**src/hdl/periph_bus_pkg.sv**
```systemverilog
package periph_bus_pkg;

    // word and address geometry of the peripheral bus
    parameter int DATA_W = 32;       // data word
    parameter int ADDR_W = 12;       // full byte address
    parameter int SEL_W  = DATA_W / 8; // one select per byte lane

    // address split: low byte is the register offset inside a bank,
    // the bits above it pick the bank
    parameter int OFFS_W   = 8;
    parameter int BANK_LSB = 8;      // bank field is addr[11:8]

    typedef logic [DATA_W-1:0] data_t;
    typedef logic [ADDR_W-1:0] addr_t;

endpackage

```
**src/hdl/gpio_pkg.sv**
```systemverilog
package gpio_pkg;

    parameter int PINS_PER_BANK = 32;

    // register offsets inside one bank, word aligned
    typedef enum logic [periph_bus_pkg::OFFS_W-1:0] {
        REG_DIN = 8'h00, // input data, read only
        REG_OPT = 8'h04, // output data
        REG_OEC = 8'h08, // output enable
        REG_OMD = 8'h0C  // output mode
    } gpio_reg_e;

    // per-pin mode, code is {oec bit, omd bit}
    typedef enum logic [1:0] {
        MODE_IN         = 2'b00, // hi-z input
        MODE_IN_LATCH   = 2'b01, // hi-z input, value frozen
        MODE_PUSH_PULL  = 2'b10, // drive opt both ways
        MODE_OPEN_DRAIN = 2'b11  // only pull low
    } pin_mode_e;

    // register reset values
    parameter logic [PINS_PER_BANK-1:0] OPT_RESET = '1; // idle high
    parameter logic [PINS_PER_BANK-1:0] OEC_RESET = '0; // all pins input
    parameter logic [PINS_PER_BANK-1:0] OMD_RESET = '0;

endpackage

```
**src/hdl/gpio_pad_ctrl.sv**
```systemverilog
`timescale 1ns/1ps

module gpio_pad_ctrl (
    input  logic                               clk,
    input  logic                               rst_n_i,

    input  logic [gpio_pkg::PINS_PER_BANK-1:0] gpio_in_i,  // raw pad inputs

    input  logic [gpio_pkg::PINS_PER_BANK-1:0] opt_i,      // output data reg
    input  logic [gpio_pkg::PINS_PER_BANK-1:0] oec_i,      // output enable reg
    input  logic [gpio_pkg::PINS_PER_BANK-1:0] omd_i,      // output mode reg

    output logic [gpio_pkg::PINS_PER_BANK-1:0] din_sync_o, // to input register

    output logic [gpio_pkg::PINS_PER_BANK-1:0] gpio_oe_o,  // pad drive enable
    output logic [gpio_pkg::PINS_PER_BANK-1:0] gpio_out_o  // pad drive value
);

    localparam int PINS = gpio_pkg::PINS_PER_BANK;

    logic [PINS-1:0] sync1_q; // first flop, may go metastable
    logic [PINS-1:0] sync2_q; // settled copy

    gpio_pkg::pin_mode_e pin_mode [PINS];

    // two flop synchronizer on every pin
    always_ff @(posedge clk or negedge rst_n_i) begin
        if (!rst_n_i) begin
            sync1_q <= '0;
            sync2_q <= '0;
        end else begin
            sync1_q <= gpio_in_i;
            sync2_q <= sync1_q;
        end
    end

    assign din_sync_o = sync2_q;

    // mode decode, straight from the registers
    always_comb begin
        for (int i = 0; i < PINS; i++) begin
            pin_mode[i] = gpio_pkg::pin_mode_e'({oec_i[i], omd_i[i]});
            case (pin_mode[i])
                gpio_pkg::MODE_IN,
                gpio_pkg::MODE_IN_LATCH: begin
                    gpio_oe_o[i]  = 1'b0; // pad floats
                    gpio_out_o[i] = 1'b0;
                end
                gpio_pkg::MODE_PUSH_PULL: begin
                    gpio_oe_o[i]  = 1'b1;
                    gpio_out_o[i] = opt_i[i];
                end
                gpio_pkg::MODE_OPEN_DRAIN: begin
                    gpio_oe_o[i]  = ~opt_i[i]; // drive only the low level
                    gpio_out_o[i] = 1'b0;
                end
                default: begin
                    gpio_oe_o[i]  = 1'b0;
                    gpio_out_o[i] = 1'b0;
                end
            endcase
        end
    end

    // input-mode pins never present a value to the pad
    a_out_quiet : assert property (
        @(posedge clk) disable iff (!rst_n_i) (gpio_out_o & ~oec_i) == '0
    ) else $error("pad value driven on a pin with output enable clear");

endmodule

```
**src/hdl/gpio_regs.sv**
```systemverilog
`timescale 1ns/1ps

module gpio_regs (
    input  logic                                      clk,
    input  logic                                      rst_n_i,

    input  logic [periph_bus_pkg::OFFS_W-1:0]         waddr_i, // offset inside bank
    input  logic [periph_bus_pkg::OFFS_W-1:0]         raddr_i,
    input  periph_bus_pkg::data_t                     wdata_i,
    input  logic [periph_bus_pkg::SEL_W-1:0]          sel_i,
    input  logic                                      we_i,    // bank write strobe
    input  logic                                      rd_i,    // bank read strobe
    output periph_bus_pkg::data_t                     rdata_o,

    input  logic [gpio_pkg::PINS_PER_BANK-1:0]        din_sync_i, // from synchronizer
    output logic [gpio_pkg::PINS_PER_BANK-1:0]        opt_o,
    output logic [gpio_pkg::PINS_PER_BANK-1:0]        oec_o,
    output logic [gpio_pkg::PINS_PER_BANK-1:0]        omd_o
);

    localparam int PINS = gpio_pkg::PINS_PER_BANK;

    logic [PINS-1:0] opt_q;  // output data
    logic [PINS-1:0] oec_q;  // output enable
    logic [PINS-1:0] omd_q;  // output mode
    logic [PINS-1:0] din_q;  // input data

    logic [PINS-1:0]       latched_pins; // pins in MODE_IN_LATCH
    periph_bus_pkg::data_t rdata_q;

    gpio_pkg::gpio_reg_e   wreg;
    gpio_pkg::gpio_reg_e   rreg;

    // keep old bytes where the lane select is clear
    function automatic periph_bus_pkg::data_t merge_bytes(
        input periph_bus_pkg::data_t            old_v,
        input periph_bus_pkg::data_t            new_v,
        input logic [periph_bus_pkg::SEL_W-1:0] sel
    );
        periph_bus_pkg::data_t res;
        res = old_v;
        for (int b = 0; b < periph_bus_pkg::SEL_W; b++) begin
            if (sel[b])
                res[8*b +: 8] = new_v[8*b +: 8];
        end
        return res;
    endfunction

    assign wreg = gpio_pkg::gpio_reg_e'(waddr_i);
    assign rreg = gpio_pkg::gpio_reg_e'(raddr_i);

    // write side, byte masked
    always_ff @(posedge clk or negedge rst_n_i) begin
        if (!rst_n_i) begin
            opt_q <= gpio_pkg::OPT_RESET;
            oec_q <= gpio_pkg::OEC_RESET;
            omd_q <= gpio_pkg::OMD_RESET;
        end else if (we_i) begin
            case (wreg)
                gpio_pkg::REG_OPT: opt_q <= merge_bytes(opt_q, wdata_i, sel_i);
                gpio_pkg::REG_OEC: oec_q <= merge_bytes(oec_q, wdata_i, sel_i);
                gpio_pkg::REG_OMD: omd_q <= merge_bytes(omd_q, wdata_i, sel_i);
                default: ; // din is read only, unknown offsets dropped
            endcase
        end
    end

    // which pins hold their last sampled input
    always_comb begin
        for (int i = 0; i < PINS; i++) begin
            latched_pins[i] = (gpio_pkg::pin_mode_e'({oec_q[i], omd_q[i]})
                               == gpio_pkg::MODE_IN_LATCH);
        end
    end

    // input register, third stage after the two sync flops
    always_ff @(posedge clk or negedge rst_n_i) begin
        if (!rst_n_i)
            din_q <= '0;
        else
            din_q <= (din_q & latched_pins) | (din_sync_i & ~latched_pins);
    end

    // read port, loads only on the strobe and holds otherwise
    always_ff @(posedge clk or negedge rst_n_i) begin
        if (!rst_n_i) begin
            rdata_q <= '0;
        end else if (rd_i) begin
            case (rreg)
                gpio_pkg::REG_DIN: rdata_q <= din_q;
                gpio_pkg::REG_OPT: rdata_q <= opt_q;
                gpio_pkg::REG_OEC: rdata_q <= oec_q;
                gpio_pkg::REG_OMD: rdata_q <= omd_q;
                default:           rdata_q <= '0;
            endcase
        end
    end

    assign rdata_o = rdata_q;
    assign opt_o   = opt_q;
    assign oec_o   = oec_q;
    assign omd_o   = omd_q;

    // a pin latched before the edge keeps its input value across it
    a_latch_hold : assert property (
        @(posedge clk) disable iff (!rst_n_i)
        (|latched_pins) |=> (((din_q ^ $past(din_q)) & $past(latched_pins)) == '0)
    ) else $error("latched input pin changed");

endmodule

```
**src/hdl/gpio_subsys.sv**
```systemverilog
`timescale 1ns/1ps

module gpio_subsys #(
    parameter int NUM_BANKS = 2 // 1 to 16
) (
    input  logic                                          clk,
    input  logic                                          rst_n_i,

    input  periph_bus_pkg::addr_t                         waddr_i,
    input  periph_bus_pkg::data_t                         wdata_i,
    input  logic [periph_bus_pkg::SEL_W-1:0]              sel_i,
    input  logic                                          we_i,
    input  periph_bus_pkg::addr_t                         raddr_i,
    input  logic                                          rd_i,
    output periph_bus_pkg::data_t                         rdata_o,

    input  logic [NUM_BANKS*gpio_pkg::PINS_PER_BANK-1:0]  gpio_in_i,
    output logic [NUM_BANKS*gpio_pkg::PINS_PER_BANK-1:0]  gpio_oe_o,
    output logic [NUM_BANKS*gpio_pkg::PINS_PER_BANK-1:0]  gpio_out_o
);

    localparam int PINS = gpio_pkg::PINS_PER_BANK;

    logic                  [NUM_BANKS-1:0] bank_we;    // one-hot write strobe
    logic                  [NUM_BANKS-1:0] bank_rd;    // one-hot read strobe
    periph_bus_pkg::data_t [NUM_BANKS-1:0] bank_rdata; // per bank read port

    periph_bus_decoder #(
        .NUM_BANKS (NUM_BANKS)
    ) u_decoder (
        .clk          (clk),
        .rst_n_i      (rst_n_i),
        .waddr_i      (waddr_i),
        .raddr_i      (raddr_i),
        .we_i         (we_i),
        .rd_i         (rd_i),
        .bank_we_o    (bank_we),
        .bank_rd_o    (bank_rd),
        .bank_rdata_i (bank_rdata),
        .rdata_o      (rdata_o)
    );

    for (genvar b = 0; b < NUM_BANKS; b++) begin : g_bank
        logic [PINS-1:0] opt;
        logic [PINS-1:0] oec;
        logic [PINS-1:0] omd;
        logic [PINS-1:0] din_sync;

        gpio_regs u_regs (
            .clk        (clk),
            .rst_n_i    (rst_n_i),
            .waddr_i    (waddr_i[periph_bus_pkg::OFFS_W-1:0]), // offset byte only
            .raddr_i    (raddr_i[periph_bus_pkg::OFFS_W-1:0]),
            .wdata_i    (wdata_i),
            .sel_i      (sel_i),
            .we_i       (bank_we[b]),
            .rd_i       (bank_rd[b]),
            .rdata_o    (bank_rdata[b]),
            .din_sync_i (din_sync),
            .opt_o      (opt),
            .oec_o      (oec),
            .omd_o      (omd)
        );

        gpio_pad_ctrl u_pad (
            .clk        (clk),
            .rst_n_i    (rst_n_i),
            .gpio_in_i  (gpio_in_i[b*PINS +: PINS]),
            .opt_i      (opt),
            .oec_i      (oec),
            .omd_i      (omd),
            .din_sync_o (din_sync),
            .gpio_oe_o  (gpio_oe_o[b*PINS +: PINS]),
            .gpio_out_o (gpio_out_o[b*PINS +: PINS])
        );
    end

endmodule

```
**src/hdl/periph_bus_decoder.sv**
```systemverilog
`timescale 1ns/1ps

module periph_bus_decoder #(
    parameter int NUM_BANKS = 2
) (
    input  logic                                       clk,
    input  logic                                       rst_n_i,

    input  periph_bus_pkg::addr_t                      waddr_i,
    input  periph_bus_pkg::addr_t                      raddr_i,
    input  logic                                       we_i,
    input  logic                                       rd_i,

    output logic                  [NUM_BANKS-1:0]      bank_we_o,
    output logic                  [NUM_BANKS-1:0]      bank_rd_o,
    input  periph_bus_pkg::data_t [NUM_BANKS-1:0]      bank_rdata_i,

    output periph_bus_pkg::data_t                      rdata_o
);

    localparam int BANK_W = periph_bus_pkg::ADDR_W - periph_bus_pkg::BANK_LSB;

    logic [BANK_W-1:0] wbank;       // bank field of write address
    logic [BANK_W-1:0] rbank;       // bank field of read address
    logic              rd_unmapped; // read aimed past the last bank

    logic [BANK_W-1:0] rd_bank_q;     // bank of the last read
    logic              rd_unmapped_q;

    assign wbank       = waddr_i[periph_bus_pkg::ADDR_W-1:periph_bus_pkg::BANK_LSB];
    assign rbank       = raddr_i[periph_bus_pkg::ADDR_W-1:periph_bus_pkg::BANK_LSB];
    assign rd_unmapped = !(rbank < NUM_BANKS);

    // strobe fan-out, an unmapped bank number matches no index
    always_comb begin
        for (int b = 0; b < NUM_BANKS; b++) begin
            bank_we_o[b] = we_i && (wbank == BANK_W'(b));
            bank_rd_o[b] = rd_i && (rbank == BANK_W'(b));
        end
    end

    // remember where the read went, banks answer one cycle later
    always_ff @(posedge clk or negedge rst_n_i) begin
        if (!rst_n_i) begin
            rd_bank_q     <= '0;
            rd_unmapped_q <= 1'b0;
        end else if (rd_i) begin
            rd_bank_q     <= rbank;
            rd_unmapped_q <= rd_unmapped;
        end
    end

    // return mux over the banks' registered read data
    always_comb begin
        rdata_o = '0; // unmapped reads give zero
        for (int b = 0; b < NUM_BANKS; b++) begin
            if (!rd_unmapped_q && rd_bank_q == BANK_W'(b))
                rdata_o = bank_rdata_i[b];
        end
    end

    // a write never lands in two banks
    a_one_bank_we : assert property (
        @(posedge clk) disable iff (!rst_n_i) $onehot0(bank_we_o)
    ) else $error("more than one bank write strobe");

    // no read strobe, so neither select nor bank data may move
    a_rdata_hold : assert property (
        @(posedge clk) disable iff (!rst_n_i) !rd_i |=> $stable(rdata_o)
    ) else $error("rdata_o changed without a read");

endmodule

```
**config.mk**
```make
export PLATFORM = sky130hd
export DESIGN_NAME = gpio_subsys
export DESIGN_NICKNAME = d
export VERILOG_FILES = /design/src/hdl/periph_bus_pkg.sv /design/src/hdl/gpio_pkg.sv /design/src/hdl/gpio_pad_ctrl.sv /design/src/hdl/gpio_regs.sv /design/src/hdl/gpio_subsys.sv /design/src/hdl/periph_bus_decoder.sv
export SDC_FILE = /design/constraint.sdc
export NUM_CORES = 1
export LEC_CHECK = 0
export BUFFER_PORTS_ARGS = -buffer_cell sky130_fd_sc_hd__buf_2
export CORE_MARGIN = 2
export CORE_UTILIZATION = 40
export DETAILED_ROUTE_END_ITERATION = 7
export GPL_TIMING_DRIVEN = 0
export MAX_ROUTING_LAYER = met4
export PLACE_DENSITY_LB_ADDON = 0.08
export SKIP_LAST_GASP = 1
export SYNTH_ARGS = -nofsm -noshare
export SYNTH_HDL_FRONTEND = slang
export SYNTH_SLANG_ARGS = --single-unit
```
**constraint.sdc**
```tcl
create_clock -name clk -period 2.35 [get_ports clk]
set_clock_uncertainty 0.15 [all_clocks]
set_input_delay 0.47 -clock clk [delete_from_list [all_inputs] [get_ports clk]]
set_output_delay 0.47 -clock clk [all_outputs]
set_load 0.01 [all_outputs]
```
==> results.md, run 1 <==
- Outcome: finished, violations left
- Failing checks: setup timing
- Place WS: -965 ps
- Req. time, crit path: about 1700 ps
- Hold Startpoint: wdata_i[8]
- Achievable frequency: about 360 MHz
- CTS tree: yes
- Core area: 49,100 um^2
- First-pass GRT wire length: ~78,000 um
- Initial antenna violation count: 8
- Unique masters post-synth: 32
- Worst hold path depth: 2
- Final setup TNS: -11,640 ps
- Hold endpoint: g_bank[0].u_regs.omd_o[8]
- Fin Hold WS: around 50 ps
- Relative slew slack: 37.7%
- CTS Buf Count: 50
- Drt via density: 5.09
- Largest net degree at the start of global routing: 122
- Post-Route WL: ~52,000 um
- Crit Path Category: register to output pin
- Number of setup violations in the final report: 32
- CP Cell Sequence: or4_4, clkbuf_16, nor2_2, buf_2
- Fillers: approximately 4,300
- Vias in the first global route: between 10,000 and 15,000
- Area Overhead vs Synth: 27.2%
- Cell accounting for the most synthesized area: dfrtp_1
- Period utilization: 117%
- Max H-tree Level: 2
- Synth warn: 0
- Clock Path Buffers: 3
- Avg WL per Cell: around 22 um
- Final slew viol count: 0
- Syn nets: around 1,400
- Worst hold-check path type: primary input to register
- CP Launch Type: register
- FF-to-FF End: g_bank[1].u_regs.rdata_o[18]
- Gr ovfl total: 0
- CTS root buf: clkbuf_16
- 1st-iter DRT viols: about 630
- Worst-path clk slew: ~60 ps
- Largest stage delay, worst path: roughly 620 ps
- Remaining DRCs: 0
- Seq cells post-synth: 453
- Nets: about 1,800
- Cells after synthesis: approximately 1,300
- Syn_area_per_cell: ~16 um^2
- Synthesized cell area: slightly below 20,000 um^2
- Die boundary height: 227 um
- Initial core utilization: about two fifths
- Clock Sinks: between 400 and 500
- Final worst setup slack: -410 ps
- GR Util All Layers: roughly a fifth
- Hpwl dp: 34,800 um
- Die area: 51,500 um^2
- Core Util, Final: about 52%
- RR Startpoint: g_bank[1].u_regs.omd_o[18]
- R2R depth: 2
- Total power: 16.9 mW
- Buffers on Ports: between 200 and 300
- Lkg Pwr: 11.7 nW
- Unrepaired setup endpoints after global routing: yes
- Post-synthesis sequential area ratio: a little under three fifths
- I/O Pins: 288
- Worst Path Max Fanout: 10
- Layout cells sized above 1: about half
- Routed Antenna Nets: 0
- Cell row count: between 80 and 90
- FF-to-FF setup slack: a little over 900 ps
- Worst Path Arrival: about 2100 ps
- Peak supply drop: between 0.0005 and 0.0006 V
- Hold Vio Cnt, Final: 0
- Via count: 12,198
- Yosys top cell area share: about half
- Min Tclk post-route: between 2000 and 3000 ps
- Worst-skew pair later-pin latency: 590 ps
- Die X: around 230 um
- Area contributors post-synth: dfrtp_1 (49%), mux2_4 (12%), dfstp_2 (8.5%)
- CP endpoint kind: output pin
- Routability Congestion: 0.784
- CP max stage cell: or4_4
- Worst-Margin Slew: ~930 ps
- DR pass1 iterations: 5
- Max-cap viol count: 0
- Power Density: ~670 nW/um^2
## stage by stage
stage,std cells,area [um^2]
3_5_place_dp,2203,22300
2_1_floorplan,1251,19900
4_1_cts,2386,25200
6_report,2396,25300
5_1_grt,2396,25300
3_3_place_gp,2199,22200
## logic make-up (layout without fill, tap and decap cells)
| family | Yosys count | after routing | synth area share [%] |
|---|---|---|---|
| multiplexers | 356 | 356 | 26.6 |
| flip-flops | 453 | 453 | 57.4 |
| AO/OA/AOI/OAI | 128 | 128 | 5.24 |
| buffers and inverters | 51 | 524 | 1.31 |
| AND/OR/NAND/NOR | 263 | 263 | 9.44 |
| other | 0 | 8 | 0 |
## per-layer routing
| metal | track usage, % | routed length [um] |
|---|---|---|
| met5 | - | 0 |
| met2 | 32.5 | 24800 |
| met4 | 4.55 | 832 |
| met1 | 28.9 | 23500 |
| met3 | 4.80 | 3030 |
## cells in the mapped netlist (all sizes together)
master  instances
a21boi         64
a22o           64
and3b          23
buf            15
clkbuf         35
dfrtp         389
dfstp          64
inv             1
mux2          260
mux2i          32
mux4           64
nand2          43
nand2b         64
nand4           4
nand4b         12
nor2           75
nor4           26
nor4b           1
or2             2
or4             3
or4b            2
or4bb           8
## worst max-delay path, delay by kind of cell (launching register included)
kind	cells	cell delay, ps
AND/OR/NAND/NOR	2	780
flip-flops	1	390
buffers and inverters	2	370
## where the power goes
part / switching, mW / internal (mW)
Combinational: 0.504 / 0.400
Clock: 3.16 / 4.80
Sequential: 0.0759 / 8.00
Total: 3.74 / 13.2
## worst max path at each step
| stage | startpoint | to | slack, ps | cells after the start |
|---|---|---|---|---|
| 3_5_place_dp | waddr_i[3] | g_bank[1].u_regs.oec_o[29] | -960 | 6 |
| 5_1_grt | u_decoder.rd_bank_q[1] | rdata_o[1] | -470 | 4 |
| 2_1_floorplan | waddr_i[9] | g_bank[0].u_regs.oec_o[0] | -130 | 5 |
| 3_3_place_gp | rst_n_i | g_bank[1].u_pad.sync1_q[14] | -8680 | 1 |
| 4_1_cts | u_decoder.rd_unmapped_q | rdata_o[1] | -470 | 4 |
| 6_report | u_decoder.rd_bank_q[1] | rdata_o[7] | -410 | 4 |
## area by class of cell
class                      count  area (um^2)  area share [%]
antenna                        8         20.0          0.0791
timing repair buffer         382         2710            10.7
clock buffer                  77         1490            5.90
clock inverter                16          186           0.737
inverter                       1         3.75          0.0148
tap                          664          831            3.28
sequential                   453        11400            45.1
buffer                        48          349            1.38
multi-input combinational    747         8290            32.8
## cell usage in the layout (no fill, tap or decap), types with 64 or more instances in the layout
cell             n
dfrtp_1        388
nand2b_1        64
dlygate4sd3_1   68
mux2_4         160
mux4_2          64
dfstp_2         64
mux2_2         100
a22o_1          64
a21boi_0        64
buf_2          285
## repair_timing
action / CTS / global route
setup endpoints to repair: 276 / 70
pin swaps: 24 / 3
endpoints found under the hold margin: 115 / 0
setup buffers: 24 / 2
hold buffers: 68 / 0
gates resized for setup: 41 / 11
Power figures use the tool's default switching activity.
==> run 2, diff against run 1 <==
Settings changed: TNS_END_PERCENT set to 30.
==> results.md, run 2 (synthesis gave the netlist of run 1 again) <==
- Outcome: finished, violations left
- Failing checks: setup timing
- Commonest non-fill, non-tap cell in the layout: dfrtp_1
- Worst Path Arrival: about 2200 ps
- Hold endpoint: g_bank[1].u_regs.oec_o[13]
- Clk pwr share: between 40 and 50%
- R2R depth: 2
- Multi-input gate area: ~8300 um^2
- Hold Vio Cnt, Final: 0
- Avg WL per Cell: approximately 22 um
- 1st-iter DRT viols: ~630
- Lkg Pwr: about 12 nW
- Routability Congestion: ~0.76
- Remaining DRCs: 0
- Worst-path clk slew: roughly 60 ps
- Post-Route WL: roughly 53,000 um
- Nets: between 1,500 and 2,000
- Layout cells sized above 1: 48.7%
- Worst hold-check path type: primary input to register
- Gr ovfl total: 0
- FF-to-FF setup slack: ~940 ps
- Place WS: -1020 ps
- Cell row count: between 80 and 90
- Area Overhead vs Synth: 25.9%
- Drt via density: a little over 5
- Final worst setup slack: -420 ps
- Worst Path Max Fanout: 10
- Hold Startpoint: wdata_i[13]
- Max H-tree Level: 2
- Routed Antenna Nets: 0
- Crit Path Category: register to output pin
- CP endpoint kind: output pin
- Period utilization: 118%
- Comb pwr share: between 5 and 6%
- Die boundary height: roughly 230 um
- NetSw: 3.75 mW
- Most frequent cells in the layout: dfrtp_1 (388), buf_2 (283), mux2_4 (160), mux2_2 (100), dlygate4sd3_1 (68)
- CP Launch Type: register
- Design area: between 20,000 and 30,000 um^2
- RR Startpoint: g_bank[0].u_regs.omd_o[8]
- Achievable frequency: roughly 360 MHz
- Die area: approximately 50,000 um^2
- Buffers on Ports: 284
- Worst-Margin Slew: 1100 ps
- Unrepaired setup endpoints after global routing: yes
- Initial core utilization: 40.5%
- Core area: 49,100 um^2
- Relative slew slack: 26.5%
- Clock Sinks: 453
- Worst hold path depth: 2
- Via count: 12,265
- Req. time, crit path: 1730 ps
- Min Tclk post-route: ~2800 ps
- Clock Path Buffers: 3
- Power Density: ~670 nW/um^2
- Peak supply drop: ~0.0005 V
- Pint: around 13 mW
- Switch share: between 20% and 30%
- First-pass GRT wire length: approximately 78,000 um
- DR pass1 iterations: 5
- Fillers: 4,254
- I/O Pins: about 290
- Reg area: 11,400 um^2
- CTS root buf: clkbuf_16
- CTS tree: yes
- Total power: between 15 and 20 mW
- Final slew viol count: 0
- GR Util All Layers: a little over a fifth
- Initial antenna violation count: 6
- Number of setup violations in the final report: 128
- Worst-skew pair later-pin latency: 580 ps
- CTS Buf Count: 51
- Core Util, Final: 51.0%
- Post-DP Area: 22,300 um^2
- Vias in the first global route: approximately 12,000
- Max-cap viol count: 0
- Hpwl dp: 35,200 um
- FF-to-FF End: g_bank[0].u_regs.rdata_o[8]
- Die X: ~230 um
- Largest net degree at the start of global routing: about 110
- Sequential share of power: between 40% and 50%
-- run 2: cell types whose count changed in the layout (fill, tap and decap cells not counted), moves of 4 or more --
cell	delta
nor2_1	+5
bufinv_16	-4
clkbuf_1	+10
nor2_2	-5
buf_12	-12
-- run 2: metrics by stage --
step | setup TNS, ps | hold slack, ps | cells
global placement | -3960470 | 183 | 2199
global route | -31430 | 48.5 | 2387
CTS | -36180 | 19.5 | 2373
finish | -18960 | 60.0 | 2387
floorplan | -23480 | 24.4 | 1251
detailed placement | -233040 | 185 | 2203
-- run 2: worst max path at each step --
stage                                  from                     endpoint  slack, ps
floorplan                        waddr_i[9]    g_bank[0].u_regs.oec_o[0]       -130
global placement                    rst_n_i  g_bank[0].u_pad.sync1_q[13]      -8750
detailed placement               raddr_i[2]  g_bank[1].u_regs.rdata_o[7]      -1020
CTS                 u_decoder.rd_unmapped_q                  rdata_o[12]       -460
global route         u_decoder.rd_bank_q[1]                   rdata_o[5]       -490
finish               u_decoder.rd_bank_q[1]                   rdata_o[5]       -420
-- run 2: power by group through the flow --
stage	combinational (mW)	clock [mW]	sequential, mW
global placement	0.805	0	8.20
finish	0.914	7.71	8.08
CTS	0.937	7.93	8.08
floorplan	0.369	0	8.17
global route	0.998	8.25	8.09
detailed placement	0.837	0	8.20
-- run 2: worst max-delay path, cell delays in order (launching register included) --
cell,delay [ps]
dfrtp_1,380
or4_4,640
clkbuf_16,220
nor2_1,170
buf_2,170
-- run 2: layer usage --
layer / routed length [um] / GRT usage (%)
met1: 24600 / 29.9
met2: 24800 / 32.3
met3: 2510 / 3.63
met4: 794 / 4.68
met5: 0 / -
-- run 2: layout make-up --
class	count	share of cell area, %
inverter	1	0.0150
clock inverter	9	0.180
antenna	5	0.0500
sequential	453	45.6
timing repair buffer	374	10.1
tap	664	3.32
clock buffer	86	6.31
multi-input combinational	747	33.1
buffer	48	1.35
-- run 2: timing repair --
item	CTS	global route
gates resized for setup	38	15
endpoints found under the setup margin	278	295
hold buffers	69	0
setup buffers	8	9
pin swaps	7	8
endpoints found under the hold margin	112	0
